## src/common/cpu_pkg.sv

```systemverilog
`default_nettype none

package cpu_pkg;

    // datapath and memory sizes
    localparam int xlen = 32;
    localparam int imem_depth = 64;
    localparam int dmem_depth = 64;
    localparam int imem_aw = $clog2(imem_depth);
    localparam int dmem_aw = $clog2(dmem_depth);

    // retire trace widths
    localparam int cycle_w = 16;
    localparam int seq_w = 8;

    // major opcodes of the supported subset
    localparam logic [6:0] op_rtype = 7'b0110011;
    localparam logic [6:0] op_itype = 7'b0010011;
    localparam logic [6:0] op_load = 7'b0000011;
    localparam logic [6:0] op_store = 7'b0100011;
    localparam logic [6:0] op_branch = 7'b1100011;

    // funct3, sub is funct7 bit 5 on top of f3_add
    localparam logic [2:0] f3_add = 3'b000;
    localparam logic [2:0] f3_xor = 3'b100;
    localparam logic [2:0] f3_or = 3'b110;
    localparam logic [2:0] f3_and = 3'b111;

    //////////////////////////////////////////////////////////////////////
    // instruction word views
    //////////////////////////////////////////////////////////////////////

    typedef struct packed {
        logic [6:0] funct7;
        logic [4:0] rs2;
        logic [4:0] rs1;
        logic [2:0] funct3;
        logic [4:0] rd;
        logic [6:0] opcode;
    } r_fmt_t;

    typedef struct packed {
        logic [11:0] imm;
        logic [4:0] rs1;
        logic [2:0] funct3;
        logic [4:0] rd;
        logic [6:0] opcode;
    } i_fmt_t;

    // store layout, beq scatters its offset over the same two fields
    typedef struct packed {
        logic [6:0] imm_hi;
        logic [4:0] rs2;
        logic [4:0] rs1;
        logic [2:0] funct3;
        logic [4:0] imm_lo;
        logic [6:0] opcode;
    } s_fmt_t;

    typedef union packed {
        logic [xlen-1:0] word;
        r_fmt_t r_view;
        i_fmt_t i_view;
        s_fmt_t s_view;
    } instr_u;

endpackage

`default_nettype wire

```

## src/fetch/fetch_stage.sv

```systemverilog
`default_nettype none

module fetch_stage (
    input logic clk,
    input logic rst,
    input logic stall,
    input logic flush,
    input logic [cpu_pkg::xlen-1:0] branch_target,
    input logic prog_we,
    input logic [cpu_pkg::imem_aw-1:0] prog_addr,
    input cpu_pkg::instr_u prog_data,
    output logic ifid_valid,
    output logic [cpu_pkg::xlen-1:0] ifid_pc,
    output cpu_pkg::instr_u ifid_instr
);

    cpu_pkg::instr_u imem [0:cpu_pkg::imem_depth-1];
    logic [cpu_pkg::xlen-1:0] pc;
    logic [cpu_pkg::imem_aw-1:0] pc_idx;

    // word index, pc is always word aligned
    assign pc_idx = pc[cpu_pkg::imem_aw+1:2];

    // program load, only open while the core is held in reset
    always_ff @(posedge clk) begin
        if (rst && prog_we) begin
            imem[prog_addr] <= prog_data;
        end
    end

    // pc and if/id valid
    // flush wins over stall
    always_ff @(posedge clk) begin
        if (rst) begin
            pc <= '0;
            ifid_valid <= 1'b0;
        end else if (flush) begin
            pc <= branch_target;
            ifid_valid <= 1'b0;
        end else if (!stall) begin
            pc <= pc + cpu_pkg::xlen'(4);
            ifid_valid <= 1'b1;
        end
    end

    // if/id payload, held while decode stalls
    always_ff @(posedge clk) begin
        if (!stall) begin
            ifid_pc <= pc;
            ifid_instr <= imem[pc_idx];
        end
    end

endmodule

`default_nettype wire

```

## config.mk

```make
export PLATFORM = sky130hd
export DESIGN_NAME = fetch_stage
export DESIGN_NICKNAME = d
export VERILOG_FILES = /design/src/common/cpu_pkg.sv /design/src/fetch/fetch_stage.sv
export SDC_FILE = /design/constraint.sdc
export NUM_CORES = 2
export LEC_CHECK = 0
export ABC_CLOCK_PERIOD_IN_PS = 7310
export BUFFER_PORTS_ARGS = -buffer_cell sky130_fd_sc_hd__buf_2
export CORE_MARGIN = 8
export CORE_UTILIZATION = 57
export CTS_BUF_LIST = sky130_fd_sc_hd__clkbuf_16
export DETAILED_ROUTE_END_ITERATION = 8
export GPL_TIMING_DRIVEN = 0
export PLACE_DENSITY = 0.73
export SETUP_SLACK_MARGIN = 0.3
export SLEW_MARGIN = 40
export SYNTH_ARGS = -nofsm -noshare
export SYNTH_HDL_FRONTEND = slang
export SYNTH_SLANG_ARGS = --single-unit
```

## constraint.sdc

```tcl
create_clock -name clk -period 7.31 [get_ports clk]
set_input_delay 1.462 -clock clk [delete_from_list [all_inputs] [get_ports clk]]
set_output_delay 1.462 -clock clk [all_outputs]
set_load 0.02 [all_outputs]
```

==> summary.txt <==
Status: completed
Total congestion overflow: 0
Worst-path clk slew: 0.06 ns
Initial Util: 57.2%
Net Count, Synth: 3866
Post-route minimum period: 4.39 ns
Async S/R FF share, synth: 0%
P per Cell Area: 268 nW/µm²
DRT Wirelength: 221000 µm
Root buffer cell: clkbuf_16
Via density: 6.71
CP peak stage delay: 0.55 ns
Chip height: 395 µm
Highest clock rate: 228 MHz
Vias: 42600
Clk_lat worst skew: 0.86 ns
TritonCTS clock tree: done
Total CTS buffers: 203
Hold_buf cts: 0
Clock Skews: 0.0469 ns
Hold slack: 0.437 ns
Worst slew margin: 34.5%
Drt drc: 0
Min-Delay Path Class: flip-flop to flip-flop
First-pass GRT wire length: 311000 µm
Total clock sinks: 2145
Leakage: 29.6 nW
Die ar.: 156000 µm²
Number of setup buffers added after CTS: 0
DRT iter0 DRCs: 6828
DR WL/cell: 34.8 µm
FILL cells: 8806
Critical-path maximum fanout: 10
Worst Tran Pin Value: 0.972 ns
Setup TNS: 0 ns
Crit-path slowest cell: buf_2
Core Area: 143000 µm²
Vias in the first global route: 42400
Max VDD drop: 225 µV
Worst path most repeated cell: buf_2
WP data arrival: 4.89 ns
Crit path capture type: flip-flop
MaxCap Viol Count: 0
Multi-input gate area: 17200 µm²
Cell breakdown of the critical path: buf_2 > buf_2 > buf_4 > nor2b_1 > clkbuf_1 > a22oi_1 > a31oi_1 > o21ai_0 > a22o_1
H-tree depth: 4
Port Buffer Count: 134
Register Area: 64100 µm²
Most used DFF post-synth: edfxtp_1
Mapped Avg Cell Area: 21.6 µm²
Remaining antenna violation count after routing: 0
Non-Filler Instances: 6352
Share of cells above drive strength 1: 27.0%
Period utilization: 60.1%
RSZ-0062 raised after global routing: false
Rows: 139
Total GRT Usage: 27.8%
Post-DP HPWL: 143000 µm
TritonRoute pass-1 iters: 6
Final Slew Violations: 0
Synth warn: 0
Share of the yosys chip area belonging to registers: 78.4%
Post-synth EDFFs: 2112
Die width: 395 µm
Syn Std Cell Area: 81700 µm²
Antenna violations before repair: 24
Gate Count Post-Synth: 3790
# IOs: 140
Area growth syn-to-layout: 16.1%
Final setup viols: 0
Largest net degree at the start of global routing: 65
CP startpoint kind: flip-flop
Worst Path Required: 7.81 ns
Final RePlAce weighted congestion: 0.942
Final Hold Viols: 0
#FFs+latches synth: 2145
Yosys cell types: 51
Final Net Count: 4348
Worst Path Class, Setup: flip-flop to flip-flop
Clock Tree Buf Depth: 3
Post-CTS sizing: 0
Placed insts: 5966
==> stage by stage <==
stage               power, mW  setup WS, ns  util (%)  instance area (µm²)
floorplan                14.7          2.59         -                81700
global placement         15.4        -0.176      59.3                84800
detailed placement       15.5          2.72      61.8                88300
CTS                      25.5          3.07      66.3                94700
global route             26.0          2.86      66.4                94900
finish                   25.4          2.92      66.4                94900
==> state kept, by name, summed over array words and instances (netlist names) <==
name and count:
ifid_valid 1, ifid_pc 32, imem 2048, ifid_instr 32, pc 32
==> worst max-delay path: cells and delay by family, from the launching register on <==
family | cells | cell delay, ns
buffers and inverters | 4 | 1.95
flip-flops | 1 | 0.36
AO/OA/AOI/OAI | 4 | 1.35
AND/OR/NAND/NOR | 1 | 0.33
==> final timing paths <==
check	startpoint	to	slack, ns	depth (start not counted)
min reg2reg	pc[7]	ifid_pc[7]	0.44	0
max reg2reg	pc[2]	ifid_instr[17]	2.92	9
max	pc[2]	ifid_instr[17]	2.92	9
min	pc[7]	ifid_pc[7]	0.44	0
==> final cells by class <==
class | instances | area share, %
Sequential cell | 2145 | 67.5
Buffer | 218 | 1.04
Clock buffer | 203 | 5.35
Antenna cell | 9 | 0.0237
Tap cell | 1903 | 2.51
Clock inverter | 170 | 1.38
Multi-Input combinational cell | 1419 | 18.2
Timing Repair Buffer | 277 | 3.96
Inverter | 8 | 0.0369
==> where the power goes <==
part	switching [mW]	leakage, nW	internal (mW)	total (mW)
logic	1.10	6.97	0.539	1.64
registers	0.0358	19.3	13.6	13.6
clock network	4.59	3.28	5.56	10.1
total	5.73	29.6	19.7	25.4
==> kinds of logic (layout without fill, tap and decap cells) <==
family                     count (synthesis)  after routing  share of synthesized area, %
xor gates and xnor gates                  21             21                         0.225
other                                      0              9                             0
and+or+nand+nor                          334            334                          1.91
AOI/OAI and AO/OA                        354            354                          3.06
adders and majority gates                  1              1                        0.0153
buffers and inverters                    226            876                          1.21
muxes                                    709            709                          15.2
DFF                                     2145           2145                          78.4
==> per-layer routing <==
layer  wire length (µm)  up-vias  GRT usage (%)
li1                   -    16900              -
met1              77800    21900           37.7
met2             102000     3194           42.2
met3              30900      543           9.08
met4              10300       10           11.4
met5                 72        -              0
==> synthesized netlist by cell type, drive strengths merged, types with 34 or more instances <==
library cell  instances  area (µm²)
nand2                41         154
a211oi               34         255
mux2i               285        2850
mux4                424        9550
buf                 126         614
nor3                 47         235
a22oi                72         541
edfxtp             2112       63400
clkbuf               92         347
o22ai                60         375
nor2                163         612
o21ai                50         250
==> layout by cell type, fill, tap and decap left out, types with 15 or more instances in the layout <==
cell,n
a21oi_1,20
clkbuf_2,15
clkinv_2,41
dfxtp_1,33
a211oi_1,34
inv_1,48
o21ai_0,49
buf_16,76
xnor2_1,16
nand3_1,24
nor2_1,101
buf_1,16
nor2_4,62
buf_4,45
o221ai_1,20
mux4_2,424
clkbuf_1,78
buf_8,50
buf_2,210
mux2i_1,285
a221oi_1,24
nor3_1,45
clkinv_1,51
o22ai_1,60
a22oi_1,72
edfxtp_1,2112
clkbuf_16,203
nand2_1,41
No activity file was read; power rests on OpenSTA's default activity.
