==> config.mk <==
export PLATFORM = sky130hd
export DESIGN_NAME = retire_trace
export DESIGN_NICKNAME = d
export VERILOG_FILES = /design/src/common/cpu_pkg.sv /design/src/trace/retire_trace.sv
export SDC_FILE = /design/constraint.sdc
export NUM_CORES = 1
export LEC_CHECK = 0
export ABC_AREA = 1
export BUFFER_PORTS_ARGS = -buffer_cell sky130_fd_sc_hd__buf_2
export CORE_UTILIZATION = 35
export DETAILED_ROUTE_END_ITERATION = 8
export HOLD_SLACK_MARGIN = 0.08
export PLACE_DENSITY = 0.68
export SLEW_MARGIN = 20
export SYNTH_ARGS = -nofsm -noshare
export SYNTH_HDL_FRONTEND = slang
export SYNTH_SLANG_ARGS = --single-unit
==> constraint.sdc <==
create_clock -name clk -period 3.4 [get_ports clk]
set_input_delay 0.17 -clock clk [delete_from_list [all_inputs] [get_ports clk]]
set_output_delay 0.17 -clock clk [all_outputs]
set_load 0.03 [all_outputs]
==> src/common/cpu_pkg.sv <==
`default_nettype none

package cpu_pkg;

    // datapath and memory sizes
    localparam int xlen = 32;
    localparam int imem_depth = 64;
    localparam int dmem_depth = 64;
    localparam int imem_aw = $clog2(imem_depth);
    localparam int dmem_aw = $clog2(dmem_depth);

    // retire trace widths
    localparam int cycle_w = 16;
    localparam int seq_w = 8;

    // major opcodes of the supported subset
    localparam logic [6:0] op_rtype = 7'b0110011;
    localparam logic [6:0] op_itype = 7'b0010011;
    localparam logic [6:0] op_load = 7'b0000011;
    localparam logic [6:0] op_store = 7'b0100011;
    localparam logic [6:0] op_branch = 7'b1100011;

    // funct3, sub is funct7 bit 5 on top of f3_add
    localparam logic [2:0] f3_add = 3'b000;
    localparam logic [2:0] f3_xor = 3'b100;
    localparam logic [2:0] f3_or = 3'b110;
    localparam logic [2:0] f3_and = 3'b111;

    //////////////////////////////////////////////////////////////////////
    // instruction word views
    //////////////////////////////////////////////////////////////////////

    typedef struct packed {
        logic [6:0] funct7;
        logic [4:0] rs2;
        logic [4:0] rs1;
        logic [2:0] funct3;
        logic [4:0] rd;
        logic [6:0] opcode;
    } r_fmt_t;

    typedef struct packed {
        logic [11:0] imm;
        logic [4:0] rs1;
        logic [2:0] funct3;
        logic [4:0] rd;
        logic [6:0] opcode;
    } i_fmt_t;

    // store layout, beq scatters its offset over the same two fields
    typedef struct packed {
        logic [6:0] imm_hi;
        logic [4:0] rs2;
        logic [4:0] rs1;
        logic [2:0] funct3;
        logic [4:0] imm_lo;
        logic [6:0] opcode;
    } s_fmt_t;

    typedef union packed {
        logic [xlen-1:0] word;
        r_fmt_t r_view;
        i_fmt_t i_view;
        s_fmt_t s_view;
    } instr_u;

endpackage

`default_nettype wire

==> src/trace/retire_trace.sv <==
`default_nettype none

module retire_trace (
    input logic clk,
    input logic rst,
    input logic stall,
    input logic flush,
    input logic ifid_valid,
    input logic memwb_valid,
    input logic [cpu_pkg::xlen-1:0] memwb_pc,
    input logic [cpu_pkg::xlen-1:0] memwb_instr,
    input logic [4:0] memwb_rd,
    input logic memwb_we,
    input logic [cpu_pkg::xlen-1:0] memwb_wdata,
    output logic retire_valid,
    output logic [cpu_pkg::seq_w-1:0] retire_seq,
    output logic [cpu_pkg::xlen-1:0] retire_pc,
    output logic [cpu_pkg::xlen-1:0] retire_instr,
    output logic [4:0] retire_rd,
    output logic retire_we,
    output logic [cpu_pkg::xlen-1:0] retire_wdata,
    output logic [cpu_pkg::cycle_w-1:0] retire_fetch_cycle,
    output logic [cpu_pkg::cycle_w-1:0] retire_cycle
);

    logic [cpu_pkg::cycle_w-1:0] cycle_cnt;
    logic [cpu_pkg::seq_w-1:0] seq_cnt;
    // fetch stamps riding alongside if/id, id/ex, ex/mem, mem/wb
    logic [cpu_pkg::cycle_w-1:0] stamp_id;
    logic [cpu_pkg::cycle_w-1:0] stamp_ex;
    logic [cpu_pkg::cycle_w-1:0] stamp_mem;
    logic [cpu_pkg::cycle_w-1:0] stamp_wb;
    logic shadow_ex_valid;
    logic shadow_mem_valid;

    // counter and sequence number start at zero in the first cycle after reset
    always_ff @(posedge clk) begin
        if (rst) begin
            cycle_cnt <= '0;
            seq_cnt <= '0;
            shadow_ex_valid <= 1'b0;
            shadow_mem_valid <= 1'b0;
        end else begin
            cycle_cnt <= cycle_cnt + cpu_pkg::cycle_w'(1);
            if (memwb_valid) begin
                seq_cnt <= seq_cnt + cpu_pkg::seq_w'(1);
            end
            // same bubble and clear rule as decode
            shadow_ex_valid <= ifid_valid && !stall && !flush;
            shadow_mem_valid <= shadow_ex_valid;
        end
    end

    //////////////////////////////////////////////////////////////////////
    // stamp chain
    //////////////////////////////////////////////////////////////////////

    always_ff @(posedge clk) begin
        // stamp taken as if/id captures and held with it on stall
        if (!stall) begin
            stamp_id <= cycle_cnt;
        end
        if (ifid_valid && !stall && !flush) begin
            stamp_ex <= stamp_id;
        end
        if (shadow_ex_valid) begin
            stamp_mem <= stamp_ex;
        end
        if (shadow_mem_valid) begin
            stamp_wb <= stamp_mem;
        end
    end

    // retire record straight off mem/wb
    assign retire_valid = memwb_valid;
    assign retire_seq = seq_cnt;
    assign retire_pc = memwb_pc;
    assign retire_instr = memwb_instr;
    assign retire_rd = memwb_rd;
    assign retire_we = memwb_we;
    assign retire_wdata = memwb_wdata;
    assign retire_fetch_cycle = stamp_wb;
    assign retire_cycle = cycle_cnt;

endmodule

`default_nettype wire

==> results.yml <==
timing:
  rsz0062_at_grt: "false"
  fin_setup_tns_ns: 0
  slew_violations: 0
  setup_viol: 0
  slew_headroom_pct: 29.6
  fin_crit_sh_pct: 50.9
  hold_viol: 0
  clock_skew_ns: 0.00956
  fmax_ghz: 0.578
  worst_pin_slew_ns: 1.05
  fin_crit_ns: 1.73
synth:
  ys.flop_type: "edfxtp_1"
  synth_area_leaders: "edfxtp_1, buf_4, dfxtp_1, nand2_1, nor2_1"
  synth.top_cell.area_share_pct: 48.7
  syn_area_um2: 3950
  synthArstFlopShare_pct: 0
  synth_most_common_cell: "buf_4"
  ys_seq_area_share_pct: 61.9
  synth_common_cells: "buf_4, edfxtp_1, nand2_1"
  yosysTopAreaCell: "edfxtp_1"
  ys_ff_latch: 90
  synth_area_per_cell_um2: 11.4
  synth-edff-count: 64
  syn_nets: 457
  yosysUniqueCellTypes: 24
  yosys_warnings: 0
  synth_cells: 347
place:
  place_congestion: 0.722
  post-dp-hpwl_mm: 5.07
  port_buffers: 46
  place_area_um2: 3570
cts:
  numCtsBuffers: 9
  clk_latency_ns: 0.34
  path_clk_slew_ns: 0.08
  tritoncts: "built"
  cts_root_buffer: "clkbuf_8"
  htreeDepth: 3
  clk_path_buf_depth: 2
  cts.sinks: 90
power:
  p_total_mw: 1.91
  ir_drop_mv: 0.216
  static-leakage-power_nw: 1.46
  p_per_area_nw_per_um2: 505
outcome:
  run_status: "finished, final reports clean"
floorplanning:
  placementRows: 38
  die_w_um: 108
  start_util_pct: 36.2
  die_y_um: 108
  ios: 251
  fp.coreArea_um2: 10900
  dieArea_um2: 11700
global_routing:
  grt_max_degree: 20
  grt_pass1_vias: 1875
  antenna_found_initial: 0
  grtUsageTotal_pct: 11.5
  grt_pass1_wl_mm: 9.91
  overflow: 0
detailed_routing:
  via_count: 1968
  avgRoutedWirePerCell_um: 14.7
  vias_per_cell: 4.41
  first_pass_iters: 4
  wirelength_mm: 6.55
  drcViolationCount: 0
  drt_iter0_drc: 53
  ant_nets: 0
cells_and_area:
  diodes: 0
  fillers: 1055
  area_delta_synth_final_pct: -4.28
  layout-drive-gt1-share_pct: 26.5
  fin_nets: 411
  design_area_um2: 3780
worst_hold_path:
  hp-class: "input pin to flip-flop"
worst_setup_path:
  critPathRequiredTime_ns: 3.36
  path_class: "input pin to flip-flop"
  arrival_ns: 1.69
  crit_path_start_kind: "input pin"
  cp-end-kind: "flip-flop"
  crit_fanout: 16
flow_run:
  cap_violations: 0
-- cell usage in the layout, fill, tap and decap left out --
master / synthesis / final
o21bai_2: 1 / 1
a21oi_1: 7 / 7
nand3_2: 4 / 4
nand4_2: 1 / 1
nor4_1: 1 / 1
o21ai_1: 3 / 3
dlygate4sd3_1: 0 / 2
nor2_2: 2 / 2
clkinv_1: 0 / 1
o21a_1: 1 / 1
nand2_2: 4 / 4
inv_1: 27 / 27
dfxtp_1: 26 / 26
nand2_1: 40 / 40
buf_2: 2 / 46
inv_6: 0 / 2
ha_1: 2 / 2
clkbuf_8: 0 / 9
inv_2: 2 / 2
nor2_1: 39 / 39
clkinv_4: 0 / 1
nor3_2: 1 / 2
nor3_1: 2 / 1
nor2_4: 4 / 4
edfxtp_1: 64 / 64
o21ai_0: 3 / 3
clkinvlp_4: 0 / 1
inv_8: 0 / 2
nand3_1: 5 / 5
nand4_1: 3 / 3
-- final timing paths --
kind / end / depth (start not counted) / slack [ns] / start
worst max-delay path: stamp_ex[14] / 3 / 1.67 / stall
worst min-delay path: retire_seq[1] / 2 / 0.1 / memwb_valid
worst max register to register: retire_cycle[12] / 7 / 2.09 / retire_cycle[0]
worst min register to register: stamp_mem[10] / 0 / 0.41 / stamp_ex[10]
-- flip-flops by register name, indices dropped and copies added (netlist names) --
| register | flops |
|---|---|
| retire_cycle | 16 |
| retire_fetch_cycle | 16 |
| retire_seq | 8 |
| shadow_ex_valid | 1 |
| shadow_mem_valid | 1 |
| stamp_ex | 16 |
| stamp_id | 16 |
| stamp_mem | 16 |
-- critical path: stages --
cell and delay [ns]:
dlygate4sd3_1 0.53, buf_2 0.14, nor3_2 0.85
-- where the power goes --
part | internal (mW) | total, mW | switching [mW]
clock network | 0.279 | 0.646 | 0.367
logic | 0.0159 | 0.0564 | 0.0405
registers | 1.19 | 1.20 | 0.0124
-- what timing repair did --
item	in CTS	in global routing
resized for setup	0	0
hold endpoints to repair	1	0
hold buffers	2	0
setup buffers	0	0
-- through the flow --
stage               std cells  setup WS, ns  utilization, %  hold slack, ns
floorplan                 347          1.63               -           0.247
global placement          428          1.85            32.8           0.340
detailed placement        428          1.84            32.8           0.340
CTS                       446          1.66            34.7          0.0805
global route              446          1.60            34.7          0.0990
finish                    446          1.67            34.7          0.0976
-- layer usage --
layer / global-route usage [%] / wire length [µm]
met1: 10.9 / 2150
met2: 16.5 / 2850
met3: 10.2 / 1230
met4: 5.68 / 221
met5: 6.25 / 98
-- cell families (layout without fill, tap and decap cells) --
logic type                 after synthesis  count (layout)  share of synthesized area [%]
adders and majority gates                2               2                          0.634
and+or+nand+nor                        106             106                           12.7
DFF                                     90              90                           61.9
buffers and inverters                  134              93                           22.6
AOI/OAI and AO/OA                       15              15                           2.12
-- layout make-up --
| type | instances | area [µm²] | area share [%] |
|---|---|---|---|
| multi-input cells | 123 | 616 | 16.3 |
| repair buffers | 48 | 250 | 6.63 |
| clock inverters | 7 | 60.1 | 1.59 |
| clock buffers | 9 | 124 | 3.28 |
| well taps | 140 | 175 | 4.64 |
| inverters | 29 | 109 | 2.88 |
| flip-flops and latches | 90 | 2440 | 64.7 |
Power figures use the tool's default switching activity.
