`src/common/cpu_pkg.sv`:
```
`default_nettype none

package cpu_pkg;

    // datapath and memory sizes
    localparam int xlen = 32;
    localparam int imem_depth = 64;
    localparam int dmem_depth = 64;
    localparam int imem_aw = $clog2(imem_depth);
    localparam int dmem_aw = $clog2(dmem_depth);

    // retire trace widths
    localparam int cycle_w = 16;
    localparam int seq_w = 8;

    // major opcodes of the supported subset
    localparam logic [6:0] op_rtype = 7'b0110011;
    localparam logic [6:0] op_itype = 7'b0010011;
    localparam logic [6:0] op_load = 7'b0000011;
    localparam logic [6:0] op_store = 7'b0100011;
    localparam logic [6:0] op_branch = 7'b1100011;

    // funct3, sub is funct7 bit 5 on top of f3_add
    localparam logic [2:0] f3_add = 3'b000;
    localparam logic [2:0] f3_xor = 3'b100;
    localparam logic [2:0] f3_or = 3'b110;
    localparam logic [2:0] f3_and = 3'b111;

    //////////////////////////////////////////////////////////////////////
    // instruction word views
    //////////////////////////////////////////////////////////////////////

    typedef struct packed {
        logic [6:0] funct7;
        logic [4:0] rs2;
        logic [4:0] rs1;
        logic [2:0] funct3;
        logic [4:0] rd;
        logic [6:0] opcode;
    } r_fmt_t;

    typedef struct packed {
        logic [11:0] imm;
        logic [4:0] rs1;
        logic [2:0] funct3;
        logic [4:0] rd;
        logic [6:0] opcode;
    } i_fmt_t;

    // store layout, beq scatters its offset over the same two fields
    typedef struct packed {
        logic [6:0] imm_hi;
        logic [4:0] rs2;
        logic [4:0] rs1;
        logic [2:0] funct3;
        logic [4:0] imm_lo;
        logic [6:0] opcode;
    } s_fmt_t;

    typedef union packed {
        logic [xlen-1:0] word;
        r_fmt_t r_view;
        i_fmt_t i_view;
        s_fmt_t s_view;
    } instr_u;

endpackage

`default_nettype wire

```
`src/decode/decode_stage.sv`:
```
`default_nettype none

module decode_stage (
    input logic clk,
    input logic rst,
    input logic flush,
    input logic ifid_valid,
    input logic [cpu_pkg::xlen-1:0] ifid_pc,
    input cpu_pkg::instr_u ifid_instr,
    input logic memwb_valid,
    input logic memwb_we,
    input logic [4:0] memwb_rd,
    input logic [cpu_pkg::xlen-1:0] memwb_wdata,
    input logic exmem_valid,
    input logic exmem_we,
    input logic [4:0] exmem_rd,
    output logic stall,
    output logic idex_valid,
    output logic [cpu_pkg::xlen-1:0] idex_pc,
    output logic [cpu_pkg::xlen-1:0] idex_instr,
    output logic [cpu_pkg::xlen-1:0] idex_a,
    output logic [cpu_pkg::xlen-1:0] idex_b,
    output logic [cpu_pkg::xlen-1:0] idex_imm,
    output logic [4:0] idex_rd,
    output logic idex_we,
    output logic idex_mem_rd,
    output logic idex_mem_wr
);

    logic [cpu_pkg::xlen-1:0] regs [0:31];
    logic [6:0] opcode;
    logic [4:0] rs1;
    logic [4:0] rs2;
    logic uses_rs2;
    logic is_we;
    logic is_load;
    logic is_store;
    logic [cpu_pkg::xlen-1:0] imm;
    logic [cpu_pkg::xlen-1:0] rs1_val;
    logic [cpu_pkg::xlen-1:0] rs2_val;

    // register read, x0 is zero, writeback value passes straight through
    function automatic logic [cpu_pkg::xlen-1:0] rf_read(input logic [4:0] ra);
        if (ra == 5'd0) begin
            return '0;
        end
        if (memwb_valid && memwb_we && memwb_rd == ra) begin
            return memwb_wdata;
        end
        return regs[ra];
    endfunction

    // pending write to ra anywhere downstream
    function automatic logic busy(input logic [4:0] ra);
        return (ra != 5'd0) &&
            ((idex_valid && idex_we && idex_rd == ra) ||
             (exmem_valid && exmem_we && exmem_rd == ra) ||
             (memwb_valid && memwb_we && memwb_rd == ra));
    endfunction

    //////////////////////////////////////////////////////////////////////
    // field decode
    //////////////////////////////////////////////////////////////////////

    assign opcode = ifid_instr.r_view.opcode;
    assign rs1 = ifid_instr.r_view.rs1;
    assign rs2 = ifid_instr.r_view.rs2;

    always_comb begin
        is_load = (opcode == cpu_pkg::op_load);
        is_store = (opcode == cpu_pkg::op_store);
        is_we = (opcode == cpu_pkg::op_rtype) || (opcode == cpu_pkg::op_itype) || is_load;
        // rs1 is read by every supported opcode
        uses_rs2 = (opcode == cpu_pkg::op_rtype) || is_store ||
            (opcode == cpu_pkg::op_branch);
        case (opcode)
            cpu_pkg::op_itype, cpu_pkg::op_load: begin
                imm = {{(cpu_pkg::xlen-12){ifid_instr.i_view.imm[11]}},
                    ifid_instr.i_view.imm};
            end
            cpu_pkg::op_store: begin
                imm = {{(cpu_pkg::xlen-12){ifid_instr.s_view.imm_hi[6]}},
                    ifid_instr.s_view.imm_hi, ifid_instr.s_view.imm_lo};
            end
            cpu_pkg::op_branch: begin
                // b-type offset, bit 0 implied zero
                imm = {{(cpu_pkg::xlen-12){ifid_instr.s_view.imm_hi[6]}},
                    ifid_instr.s_view.imm_lo[0], ifid_instr.s_view.imm_hi[5:0],
                    ifid_instr.s_view.imm_lo[4:1], 1'b0};
            end
            default: begin
                imm = '0;
            end
        endcase
    end

    assign rs1_val = rf_read(rs1);
    assign rs2_val = rf_read(rs2);

    // raw hazard, no forwarding
    assign stall = ifid_valid && (busy(rs1) || (uses_rs2 && busy(rs2)));

    // register file write from writeback
    always_ff @(posedge clk) begin
        if (memwb_valid && memwb_we && memwb_rd != 5'd0) begin
            regs[memwb_rd] <= memwb_wdata;
        end
    end

    //////////////////////////////////////////////////////////////////////
    // id/ex register
    //////////////////////////////////////////////////////////////////////

    // bubble on stall, cleared on flush
    always_ff @(posedge clk) begin
        if (rst) begin
            idex_valid <= 1'b0;
        end else begin
            idex_valid <= ifid_valid && !stall && !flush;
        end
    end

    always_ff @(posedge clk) begin
        idex_pc <= ifid_pc;
        idex_instr <= ifid_instr.word;
        idex_a <= rs1_val;
        idex_b <= rs2_val;
        idex_imm <= imm;
        // no destination for store and branch
        idex_rd <= is_we ? ifid_instr.r_view.rd : 5'd0;
        idex_we <= is_we;
        idex_mem_rd <= is_load;
        idex_mem_wr <= is_store;
    end

endmodule

`default_nettype wire

```
`config.mk`:
```
export PLATFORM = sky130hd
export DESIGN_NAME = decode_stage
export DESIGN_NICKNAME = d
export VERILOG_FILES = /design/src/common/cpu_pkg.sv /design/src/decode/decode_stage.sv
export SDC_FILE = /design/constraint.sdc
export NUM_CORES = 2
export LEC_CHECK = 0
export CAP_MARGIN = 10
export CORE_UTILIZATION = 50
export CTS_CLUSTER_SIZE = 16
export DETAILED_ROUTE_END_ITERATION = 16
export DONT_BUFFER_PORTS = 1
export PLACE_DENSITY = 0.67
export SETUP_SLACK_MARGIN = 0.15
export SLEW_MARGIN = 10
export SYNTH_ARGS = -nofsm -noshare
export SYNTH_HDL_FRONTEND = slang
export SYNTH_SLANG_ARGS = --single-unit
export TNS_END_PERCENT = 5
```
`constraint.sdc`:
```
create_clock -name clk -period 4.4 [get_ports clk]
set_input_delay 0.22 -clock clk [delete_from_list [all_inputs] [get_ports clk]]
set_output_delay 0.22 -clock clk [all_outputs]
set_load 0.02 [all_outputs]
```
==> flow_metrics.env <==
export IMPL_port_buffers=0
export IMPL_cts_made_buffers=121
export IMPL_layout_drive_gt1_share_pct=24.8
export IMPL_grt_setup_unrepaired="no"
export IMPL_tightest_slew_ns=1.72
export IMPL_dpl_hpwl_mm=90.5
export IMPL_end_kind="output pin"
export IMPL_max_freq_mhz=317
export IMPL_fin_ws_ns=1.25
export IMPL_drt_iter0_drc=5151
export IMPL_share_comb_of_total_power_pct=6.7
export IMPL_ys_seq_area_share_pct=64.8
export IMPL_synth_seq_cells=1174
export IMPL_slew_violations=178
export IMPL_p_switching_w=0.00555
export IMPL_n_fill_cell=7604
export IMPL_netlist_area_um2=52100
export IMPL_viasPerCell=7.13
export IMPL_power_internal_w=0.0190
export IMPL_via_count=32000
export IMPL_gr_usage_all_layers_pct=30.9
export IMPL_yosysUniqueCellTypes=58
export IMPL_dr_pass1_iters=7
export IMPL_tritoncts="built"
export IMPL_violations="slew limit"
export IMPL_hold_ws_ns=0.0184
export IMPL_cts_resized=0
export IMPL_postCtsSetupBuffers=0
export IMPL_seq_power_share_pct=51.3
export IMPL_crit_type="in2out"
export IMPL_clock_skew_ns=0.0262
export IMPL_areaGrowthSynthToFinish_pct=13.1
export IMPL_status="complete, but fails checks"
export IMPL_pin_count=284
export IMPL_dpl_worst_slack_ns=1.37
export IMPL_clk_latency_ns=0.73
export IMPL_gp_congestion=0.882
export IMPL_grt_overflow_total=0
export IMPL_wl_mm=165
export IMPL_grt_pass1_wl_mm=232
export IMPL_hold_viol=0
export IMPL_ys_flop_type="edfxtp_1"
export IMPL_fin_util_pct=57.0
export IMPL_path_max_fanout=27
export IMPL_worst_ep_required_time_ns=4.18
export IMPL_synth_edff_count=1024
export IMPL_slew_headroom_pct=-14.7
export IMPL_finalSetupTns_ns=0
export IMPL_die_h_um=325
export IMPL_routedWlPerCell_um=36.8
export IMPL_antenna_found_initial=9
export IMPL_root_buffer="clkbuf_16"
export IMPL_p_clk_share_pct=42.1
export IMPL_drc=0
export IMPL_synth_warning_count=0
export IMPL_clk_path_buf_depth=3
export IMPL_worst_ep_arrival_time_ns=2.93
export IMPL_synth_avg_cell_area_um2=18.0
export IMPL_swShare_pct=22.6
export IMPL_drv_cap=0
export IMPL_hold_path_class="in2reg"
export IMPL_ant_nets=0
export IMPL_grt_start_max_net_pins=360
export IMPL_finalCriticalPeriod_ns=3.15
export IMPL_setup_violations=0
export IMPL_final_nets=3110
export IMPL_start_util_pct=50.4
export IMPL_worstSetupStartpointType="input pin"
export IMPL_irDropWorstVdd_mv=0.378
export IMPL_coreArea_um2=103000
export IMPL_powerDensity_nw_per_um2=417
export IMPL_core_rowCount=118
export IMPL_synthArstFlopShare_pct=0
export IMPL_clock_sinks=1174
export IMPL_p_leak_nw=19.3
export IMPL_period_share_pct=71.6
export IMPL_grt_pass1_vias=31900
export IMPL_syn_inst=2888
export IMPL_fp_dieW_um=325
export IMPL_die_area_um2=106000
export IMPL_cts_htree_levels=3
export IMPL_p_total_w=0.0246
export IMPL_clkTransAtPathRegs_ns=0.06
## layout by cell type, fill, tap and decap left out, types with 29 or more instances in the layout
cell and instances:
a211oi_1 29, a21oi_1 83, a221o_1 37, a221oi_1 87, a22oi_1 41, buf_4 63
clkbuf_1 31, clkbuf_16 126, conb_1 32, dfxtp_1 149, dlygate4sd3_1 105, edfxtp_1 1024
mux2_2 44, mux2i_1 263, mux4_2 388, nand2_1 33, nand2b_1 29, nor2_1 34
nor2_4 29, nor3_1 45, o21ai_0 55, o22ai_1 45
## kinds of logic (layout without fill, tap and decap cells)
family	after synthesis	count (layout)	synth area share [%]
multiplexers	695	695	22.8
AO/OA/AOI/OAI	444	444	6.15
XOR/XNOR	30	30	0.504
other	1	39	0.00720
buffers and inverters	246	431	2.74
flip-flops	1174	1174	64.8
AND/OR/NAND/NOR	298	298	3.07
## area by class of cell
type	count	area (um2)	share of cell area (%)
Tap cell	1380	1730	2.93
Antenna cell	7	17.5	0.0297
Inverter	4	17.5	0.0297
Clock buffer	176	3500	5.94
Clock inverter	55	505	0.857
Multi-Input combinational cell	1499	17300	29.4
Sequential cell	1174	33800	57.3
Timing Repair Buffer	196	2090	3.54
## cell usage after synthesis (4+ instances only)
| master | instances | area share (%) |
|---|---|---|
| a2111oi_0 | 17 | 0.29 |
| dfxtp_1 | 150 | 5.8 |
| nand2b_1 | 29 | 0.35 |
| or3b_2 | 7 | 0.12 |
| a21o_1 | 5 | 0.072 |
| a211oi_1 | 29 | 0.42 |
| nor3b_1 | 9 | 0.13 |
| or3_1 | 4 | 0.048 |
| nor4b_1 | 6 | 0.10 |
| mux2i_1 | 263 | 5.1 |
| mux2_2 | 44 | 0.95 |
| a221o_1 | 37 | 0.71 |
| buf_2 | 60 | 0.58 |
| a311oi_1 | 10 | 0.17 |
| buf_6 | 30 | 0.65 |
| xor2_1 | 13 | 0.22 |
| nand2_1 | 34 | 0.24 |
| o21ai_0 | 55 | 0.53 |
| clkbuf_1 | 83 | 0.60 |
| nor3_1 | 48 | 0.46 |
| xnor2_1 | 17 | 0.29 |
| a221oi_1 | 87 | 1.5 |
| nor4_1 | 11 | 0.13 |
| o22ai_1 | 45 | 0.54 |
| nand4_1 | 9 | 0.11 |
| a22o_1 | 9 | 0.15 |
| a22oi_1 | 41 | 0.59 |
| or2_2 | 6 | 0.072 |
| nand3_1 | 13 | 0.12 |
| a21oi_1 | 83 | 0.80 |
| nor2b_1 | 30 | 0.36 |
| mux4_2 | 388 | 17 |
| nor2_1 | 63 | 0.45 |
| o22a_1 | 7 | 0.12 |
| buf_4 | 51 | 0.73 |
| edfxtp_1 | 1024 | 59 |
| and2_1 | 20 | 0.24 |
| buf_1 | 15 | 0.11 |
## power groups by stage
stage | registers [W] | clock network (W) | logic (W)
after floorplan | 0.0127 | 0 | 0.00119
after global placement | 0.0128 | 0 | 0.00122
after detailed placement | 0.0128 | 0 | 0.00124
after CTS | 0.0126 | 0.0104 | 0.00158
after global routing | 0.0126 | 0.0108 | 0.00168
final | 0.0126 | 0.0103 | 0.00164
## worst paths after layout
path | startpoint | to | slack [ns] | cells after the start
min | ifid_instr[21] | idex_b[5]$_SDFF_PP0_ | 0.02 | 3
max reg2reg | regs[17][7]$_DFFE_PP_ | idex_b[7]$_SDFF_PP0_ | 2.18 | 5
max | ifid_instr[23] | stall | 1.25 | 7
min reg2reg | regs[4][14]$_DFFE_PP_ | idex_b[14]$_SDFF_PP0_ | 0.83 | 4
## worst max-delay path, stage by stage
cell and delay, ns:
dlygate4sd3_1 1.19, buf_12 0.30, nor4_2 0.07, buf_4 0.24, a2111o_1 0.37, a31oi_1 0.22
o21a_1 0.30
## sequential cells by signal (all words and copies together), names as in the netlist
name and flops:
idex_valid 1, idex_pc 32, idex_mem_rd 1, idex_imm 13, idex_b 32, idex_rd 5
idex_we 1, idex_instr 32, idex_mem_wr 1, regs 1024, idex_a 32
## routing by layer
layer / vias to the layer above / share of wire, % / global-route usage [%]
li1: 12400 / - / -
met1: 16700 / 37 / 43.5
met2: 2514 / 45 / 46.1
met3: 405 / 13 / 8.60
met4: 8 / 3.8 / 11.6
met5: - / 0.037 / 0
## through the flow
| stage | std cells | area [um2] |
|---|---|---|
| global placement | 4121 | 53300 |
| floorplan | 2919 | 52200 |
| CTS | 4483 | 58900 |
| global route | 4484 | 58900 |
| finish | 4491 | 59000 |
| detailed placement | 4121 | 53300 |
## what timing repair did
action,4_1_cts,5_1_grt
hold buffers,131,0
hold endpoints to repair,1237,0
setup endpoints to repair,0,0
(Power assumes the default switching activity.)
