===== config.mk =====
export PLATFORM = sky130hd
export DESIGN_NAME = execute_stage
export DESIGN_NICKNAME = d
export VERILOG_FILES = /design/src/common/cpu_pkg.sv /design/src/verilog/execute_stage.sv
export SDC_FILE = /design/constraint.sdc
export NUM_CORES = 1
export LEC_CHECK = 0
export ABC_CLOCK_PERIOD_IN_PS = 7100
export BUFFER_PORTS_ARGS = -buffer_cell sky130_fd_sc_hd__buf_2
export CAP_MARGIN = 20
export CORE_MARGIN = 4
export CORE_UTILIZATION = 30
export DETAILED_ROUTE_END_ITERATION = 10
export HOLD_SLACK_MARGIN = 0.15
export PLACE_DENSITY = 0.62
export SLEW_MARGIN = 20
export SYNTH_ARGS = -nofsm -noshare
export SYNTH_HDL_FRONTEND = slang
export SYNTH_SLANG_ARGS = --single-unit

===== constraint.sdc =====
create_clock -name clk -period 7.1 [get_ports clk]
set_input_delay 1.42 -clock clk [delete_from_list [all_inputs] [get_ports clk]]
set_output_delay 1.42 -clock clk [all_outputs]
set_load 0.1 [all_outputs]

===== src/common/cpu_pkg.sv =====
`default_nettype none

package cpu_pkg;

    // datapath and memory sizes
    localparam int xlen = 32;
    localparam int imem_depth = 64;
    localparam int dmem_depth = 64;
    localparam int imem_aw = $clog2(imem_depth);
    localparam int dmem_aw = $clog2(dmem_depth);

    // retire trace widths
    localparam int cycle_w = 16;
    localparam int seq_w = 8;

    // major opcodes of the supported subset
    localparam logic [6:0] op_rtype = 7'b0110011;
    localparam logic [6:0] op_itype = 7'b0010011;
    localparam logic [6:0] op_load = 7'b0000011;
    localparam logic [6:0] op_store = 7'b0100011;
    localparam logic [6:0] op_branch = 7'b1100011;

    // funct3, sub is funct7 bit 5 on top of f3_add
    localparam logic [2:0] f3_add = 3'b000;
    localparam logic [2:0] f3_xor = 3'b100;
    localparam logic [2:0] f3_or = 3'b110;
    localparam logic [2:0] f3_and = 3'b111;

    //////////////////////////////////////////////////////////////////////
    // instruction word views
    //////////////////////////////////////////////////////////////////////

    typedef struct packed {
        logic [6:0] funct7;
        logic [4:0] rs2;
        logic [4:0] rs1;
        logic [2:0] funct3;
        logic [4:0] rd;
        logic [6:0] opcode;
    } r_fmt_t;

    typedef struct packed {
        logic [11:0] imm;
        logic [4:0] rs1;
        logic [2:0] funct3;
        logic [4:0] rd;
        logic [6:0] opcode;
    } i_fmt_t;

    // store layout, beq scatters its offset over the same two fields
    typedef struct packed {
        logic [6:0] imm_hi;
        logic [4:0] rs2;
        logic [4:0] rs1;
        logic [2:0] funct3;
        logic [4:0] imm_lo;
        logic [6:0] opcode;
    } s_fmt_t;

    typedef union packed {
        logic [xlen-1:0] word;
        r_fmt_t r_view;
        i_fmt_t i_view;
        s_fmt_t s_view;
    } instr_u;

endpackage

`default_nettype wire


===== src/verilog/execute_stage.sv =====
`default_nettype none

module execute_stage (
    input logic clk,
    input logic rst,
    input logic idex_valid,
    input logic [cpu_pkg::xlen-1:0] idex_pc,
    input logic [cpu_pkg::xlen-1:0] idex_instr,
    input logic [cpu_pkg::xlen-1:0] idex_a,
    input logic [cpu_pkg::xlen-1:0] idex_b,
    input logic [cpu_pkg::xlen-1:0] idex_imm,
    input logic [4:0] idex_rd,
    input logic idex_we,
    input logic idex_mem_rd,
    input logic idex_mem_wr,
    output logic flush,
    output logic [cpu_pkg::xlen-1:0] branch_target,
    output logic exmem_valid,
    output logic [cpu_pkg::xlen-1:0] exmem_pc,
    output logic [cpu_pkg::xlen-1:0] exmem_instr,
    output logic [cpu_pkg::xlen-1:0] exmem_result,
    output logic [cpu_pkg::xlen-1:0] exmem_store_data,
    output logic [4:0] exmem_rd,
    output logic exmem_we,
    output logic exmem_mem_rd,
    output logic exmem_mem_wr
);

    logic [6:0] opcode;
    logic [2:0] funct3;
    logic is_sub;
    logic [cpu_pkg::xlen-1:0] opb;
    logic [cpu_pkg::xlen-1:0] result;

    assign opcode = idex_instr[6:0];
    assign funct3 = idex_instr[14:12];
    // funct7 bit 5 only means sub on r-type
    assign is_sub = (opcode == cpu_pkg::op_rtype) && idex_instr[30];
    assign opb = (opcode == cpu_pkg::op_rtype) ? idex_b : idex_imm;

    // alu, loads and stores fall back to rs1 plus imm
    always_comb begin
        result = idex_a + opb;
        if (opcode == cpu_pkg::op_rtype || opcode == cpu_pkg::op_itype) begin
            case (funct3)
                cpu_pkg::f3_add: result = is_sub ? idex_a - opb : idex_a + opb;
                cpu_pkg::f3_xor: result = idex_a ^ opb;
                cpu_pkg::f3_or: result = idex_a | opb;
                cpu_pkg::f3_and: result = idex_a & opb;
                default: result = idex_a + opb;
            endcase
        end
    end

    // beq resolves here, two younger slots get dropped
    assign flush = idex_valid && (opcode == cpu_pkg::op_branch) && (idex_a == idex_b);
    assign branch_target = idex_pc + idex_imm;

    always_ff @(posedge clk) begin
        if (rst) begin
            exmem_valid <= 1'b0;
        end else begin
            exmem_valid <= idex_valid;
        end
    end

    // ex/mem payload
    always_ff @(posedge clk) begin
        exmem_pc <= idex_pc;
        exmem_instr <= idex_instr;
        exmem_result <= result;
        exmem_store_data <= idex_b;
        exmem_rd <= idex_rd;
        exmem_we <= idex_we;
        exmem_mem_rd <= idex_mem_rd;
        exmem_mem_wr <= idex_mem_wr;
    end

endmodule

`default_nettype wire


==> impl_metrics.tcl, run 1 <==
set metrics [dict create \
    cts_buffers 17 \
    grt_pass1_wl_um 63000 \
    arrival_ns 4.91 \
    die_area_um2 36700 \
    place.gp.congestion 0.948 \
    hold_path.class "in -> reg" \
    path_clk_slew_ns 0.07 \
    synth_async_sr_flop_share_pct 0 \
    mostFrequentLayoutCells "buf_2 (340), dfxtp_1 (137), ha_1 (126), inv_1 (107), a21oi_1 (104)" \
    drt-pass1-iter-count 5 \
    cts.sinks 137 \
    drtIter0Drc 886 \
    grt_pass1_vias 10500 \
    yosysWarnings 0 \
    syn_to_final_growth_pct 27.1 \
    slew_violations 0 \
    drv_cap 0 \
    routed-via-count 10700 \
    chipWidth_um 192 \
    max_freq_mhz 158 \
    start_util_pct 30.7 \
    placed_cells 1969 \
    end_kind "primary output" \
    dp_hpwl_um 34000 \
    rsz0062_at_grt "no" \
    port_buffers 340 \
    worst_setup_path_start_kind "input port" \
    fin_crit_sh_pct 89.1 \
    path_class "in -> out" \
    syn-cell-area_um2 10100 \
    synth_cells 1222 \
    register_area_um2 2740 \
    grtUsageTotal_pct 22.6 \
    grt_overflow 0 \
    wire_per_inst_um 21.2 \
    avgViaCountPerCell 5.33 \
    path_cells "buf_2 > ha_1 > inv_1 > fa_1 > nor2b_1 > o31a_1 > o31ai_1 > a31oi_1 > a2111oi_0 > buf_4 > nor2_1 > a21o_1 > a221oi_2 > xnor2_1 > buf_2" \
    post_cts.repair.setup_buffers 0 \
    fill_cells 3467 \
    cts-root-buf "clkbuf_16" \
    detail-route-antenna-nets 0 \
    power_density_nw_per_um2 268 \
    fp.dieH_um 192 \
    synth_flop_cell "dfxtp_1" \
    nNetsFinal 1846 \
    critical_path.most_common_cell "buf_2" \
    hold_buffers 0 \
    cts_tree "built" \
    critical_path.max_stage_delay_ns 0.64 \
    post_cts_resized 0 \
    period_minus_slack_ns 6.33 \
    io_pins 341 \
    synth.avg_cell_area_um2 8.27 \
    layout.cells.non_filler 2002 \
    synth_edf_count 0 \
    coreArea_um2 32900 \
    outcome "finished, final reports clean" \
    drc 0 \
    rows 66 \
    drt_wl_total_um 42500 \
    slew_headroom_pct 26.1 \
    grt_max_degree 59 \
    clockBufferDepth 2 \
    drive_gt1_share_pct 27.5 \
    ys_seq_area_share_pct 27.1 \
    final_hold_viol_count 0 \
    peakVddDrop_v 0.000250 \
    fin_tns_setup_ns 0 \
    p_leak_nw 6.20 \
    syn_nets 1522 \
    multi_input_area_um2 6770 \
    final_common_cell "buf_2" \
    htreeDepth 4 \
    synth_seq_cells 137 \
    worst_pin_slew_ns 1.11 \
    cp.required_ns 5.68 \
    setup_viol 0 \
    antenna_found_initial 1 \
    critPathSlowestCell "a2111oi_0" \
    synth_cell_types 67 \
    cp_max_fo 4 \
]
[cells by family (layout without fill, tap and decap cells)]
group / after synthesis / after routing / share of synthesized area, %
xor gates and xnor gates: 104 / 104 / 9.02
and+or+nand+nor: 276 / 276 / 12.8
adders and majority gates: 129 / 129 / 16.2
buffers and inverters: 154 / 491 / 5.85
DFF: 137 / 137 / 27.1
muxes: 38 / 38 / 4.20
AOI/OAI and AO/OA: 384 / 384 / 24.8
other: 0 / 1 / 0
[synthesized netlist by cell type, drive strengths merged, types with 5 or more instances]
cell type | instances | area [µm²]
dfxtp | 137 | 2740
ha | 126 | 1580
inv | 107 | 402
a21oi | 105 | 529
nand2 | 89 | 334
nor2 | 80 | 300
o21ai | 79 | 395
xnor2 | 60 | 526
xor2 | 44 | 385
clkbuf | 38 | 143
mux2 | 35 | 394
a21o | 33 | 248
o22ai | 19 | 119
a211oi | 18 | 135
nor3 | 17 | 85.1
o21bai | 16 | 120
nand3 | 15 | 75.1
nand4 | 13 | 81.3
nor2b | 13 | 81.3
o221ai | 13 | 114
o31ai | 13 | 97.6
a22oi | 11 | 82.6
and3 | 11 | 68.8
nor4 | 11 | 68.8
buf | 9 | 46.3
o211ai | 8 | 60.1
o21a | 8 | 60.1
a221o | 7 | 70.1
a31oi | 6 | 37.5
nand2b | 6 | 37.5
a221oi | 5 | 62.6
a41oi | 5 | 43.8
o31a | 5 | 43.8
[worst max-delay path, delay by kind of cell]
family,cells,cell delay (ns)
XOR/XNOR,1,0.16
AO/OA/AOI/OAI,6,1.88
buffers and inverters,4,0.88
AND/OR/NAND/NOR,2,0.16
adder cells (fa/ha/maj),2,0.41
[routing by layer]
layer  global-route usage [%]  share of wire [%]  vias to the layer above
met4                     9.34                3.4                        0
li1                         -                  -                     5028
met2                     37.0                 46                      477
met1                     28.8                 43                     5098
met3                     4.84                7.8                       71
met5                        0                  0                        -
[report_power, final]
group	total, mW	switching [mW]	internal, mW
Combinational	1.67	1.31	0.365
Clock	0.903	0.384	0.519
Sequential	0.862	0.0205	0.841
[path summary, 6_finish.rpt]
check	depth (start not counted)	startpoint	end	slack, ns
hold / removal	1	idex_instr[15]	exmem_instr[15]$_DFF_P_	1.06
setup / recovery	15	idex_pc[0]	branch_target[30]	0.77
[state kept, by name (all words and copies together) (netlist names)]
signal and flops:
exmem_instr 32, exmem_mem_rd 1, exmem_mem_wr 1, exmem_pc 32
exmem_rd 5, exmem_result 32, exmem_store_data 32, exmem_valid 1
exmem_we 1
[stage by stage]
step | power [mW] | setup WS [ns] | instance area (µm²) | util (%) | hold WS, ns
floorplan | 2.17 | 0.743 | 10100 | - | 1.45
global placement | 2.54 | 1.00 | 12300 | 37.3 | 1.52
detailed placement | 2.54 | 0.869 | 12300 | 37.3 | 1.52
CTS | 3.46 | 0.836 | 12800 | 39.1 | 1.04
global route | 3.58 | 0.550 | 12800 | 39.1 | 1.05
finish | 3.44 | 0.772 | 12800 | 39.1 | 1.06
[layout make-up]
class / instances / share of cell area, %
Antenna cell: 1 / 0.0195
Clock buffer: 19 / 3.37
Clock inverter: 13 / 1.12
Inverter: 107 / 3.13
Multi-Input combinational cell: 931 / 52.7
Sequential cell: 137 / 21.4
Tap cell: 442 / 4.31
Timing Repair Buffer: 352 / 14.0
Note: power is estimated with default switching activity, not from simulation.
==> inputs of run 2 (changes only) <==
--- a/config.mk
+++ b/config.mk
@@ -9,10 +9,10 @@
 export BUFFER_PORTS_ARGS = -buffer_cell sky130_fd_sc_hd__buf_2
 export CAP_MARGIN = 20
 export CORE_MARGIN = 4
-export CORE_UTILIZATION = 30
+export CORE_UTILIZATION = 40
 export DETAILED_ROUTE_END_ITERATION = 10
 export HOLD_SLACK_MARGIN = 0.15
-export PLACE_DENSITY = 0.62
+export PLACE_DENSITY = 0.76
 export SLEW_MARGIN = 20
 export SYNTH_ARGS = -nofsm -noshare
 export SYNTH_HDL_FRONTEND = slang
==> run 2 against run 1 <==
- core utilization rose by 13 points
- cell area shrank 0.62%
- worst setup slack got worse by 0.12 ns
- clock power up 11%
- cell count is 5.9% lower
- via count up 0.10%
- combinational power hardly changed
- first-iteration DRC count grew 6.8%
==> impl_metrics.tcl, run 2 (synthesis results as in run 1) <==
set metrics [dict create \
    fin_ws_ns 0.656 \
    placed_cell_area_um2 12100 \
    period_minus_slack_ns 6.44 \
    final_common_cell "buf_2" \
    drt_wl_total_um 40200 \
    end_kind "primary output" \
    critical_path.top_delay_family "compound AO/OA/AOI/OAI gates" \
    critical_path.max_stage_delay_ns 0.77 \
    rows 57 \
    htreeDepth 4 \
    worst_setup_path_start_kind "input port" \
    outcome "finished, final reports clean" \
    cp.required_ns 5.68 \
    setup_viol 0 \
    drive_gt1_share_pct 27.5 \
    worstHoldStart "idex_instr[29]" \
    critPathSlowestCell "a2111oi_0" \
    start_util_pct 41.1 \
    hold_path.class "in -> reg" \
    p_leak_nw 6.23 \
    nNetsFinal 1845 \
    cts.sinks 137 \
    final_util_pct 51.9 \
    dpl_worst_slack_ns 0.788 \
    fin_crit_sh_pct 90.8 \
    cts_tree "built" \
    power_density_nw_per_um2 276 \
    avgViaCountPerCell 5.67 \
    startpoint "idex_imm[0]" \
    critPathBufInv 3 \
    grt_pass1_vias 10300 \
    grt_overflow 0 \
    rsz0062_at_grt "no" \
    dp_hpwl_um 32100 \
    coreArea_um2 24600 \
    chipWidth_um 167 \
    place.gp.congestion 0.996 \
    die_area_um2 27900 \
    path_class "in -> out" \
    multi_input_area_um2 6770 \
    antenna_found_initial 5 \
    path_cells "buf_2 > ha_1 > inv_1 > fa_1 > nor2b_1 > o31a_1 > o31ai_1 > a31oi_1 > a2111oi_0 > nor2_1 > a21o_1 > a221oi_2 > xnor2_1 > buf_2" \
    register_area_um2 2740 \
    cts_buffers 17 \
    finalInstanceArea_um2 12800 \
    detail-route-antenna-nets 0 \
    hold_buffers 0 \
    critical_path.most_common_cell "buf_2" \
    clockBufferDepth 2 \
    peakVddDrop_v 0.000177 \
    mostFrequentLayoutCells "buf_2 (340), dfxtp_1 (137), ha_1 (126), inv_1 (107), a21oi_1 (104)" \
    fin_tns_setup_ns 0 \
    path_clk_slew_ns 0.07 \
    arrival_ns 5.02 \
    port_buffers 340 \
    drtIter0Drc 946 \
    grtUsageTotal_pct 27.3 \
    fill_cells 2366 \
    post_cts_resized 0 \
    final_hold_viol_count 0 \
    post_cts.repair.setup_buffers 0 \
    power_mw 3.52 \
    grt_pass1_wl_um 59600 \
    wire_per_inst_um 21.3 \
    drt-pass1-iter-count 5 \
    fp.dieH_um 167 \
    slew_violations 0 \
    grt_max_degree 65 \
    cp_max_fo 4 \
    io_pins 341 \
    slew_headroom_pct 33.7 \
    drc 0 \
    routed-via-count 10700 \
    syn_to_final_growth_pct 26.3 \
    drv_cap 0 \
    cts-root-buf "clkbuf_16" \
    max_freq_mhz 155 \
    worst_pin_slew_ns 0.993 \
]
==> run 2: cell count changes in the layout (fill, tap and decap cells not counted) <==
cell        previous run  this run
clkinv_2               3         0
clkinv_4               4         1
clkinv_8               0         3
inv_8                  0         3
clkbuf_1               2         0
inv_6                  3         5
and2_1                 3         4
and2_2                 1         0
buf_4                 12        11
bufinv_16              2         3
clkinvlp_4             1         0
diode_2                1         2
==> run 2: path summary, 6_finish.rpt <==
check                                 end  slack (ns)  cells after the start
hold / removal    exmem_instr[29]$_DFF_P_        1.08                      1
setup / recovery        branch_target[30]        0.66                     14
==> run 2: area by class of cell <==
class | count | share of cell area (%)
clock buffers | 17 | 3.33
inverters | 107 | 3.15
repair buffers | 351 | 14.0
well taps | 324 | 3.18
multi-input cells | 931 | 53.1
diodes | 2 | 0.0392
flip-flops and latches | 137 | 21.5
clock inverters | 15 | 1.76
==> run 2: through the flow <==
stage	hold WS (ns)	instances
after floorplan	1.45	1222
after global placement	1.52	1850
after detailed placement	1.52	1850
after CTS	1.07	1882
after global routing	1.06	1884
final	1.08	1884
==> run 2: report_power, final <==
group / internal [mW] / leakage (nW) / switching, mW
Sequential: 0.840 / 1.16 / 0.0185
Combinational: 0.364 / 4.76 / 1.30
Clock: 0.575 / 0.318 / 0.425
Total: 1.78 / 6.23 / 1.74
==> run 2: per-layer routing <==
layer	vias to the layer above	wire, µm	track usage (%)
met5	-	27	0
met4	4	1960	13.1
met3	101	3870	6.59
met2	652	18500	44.9
met1	4902	15800	33.6
li1	5026	-	-
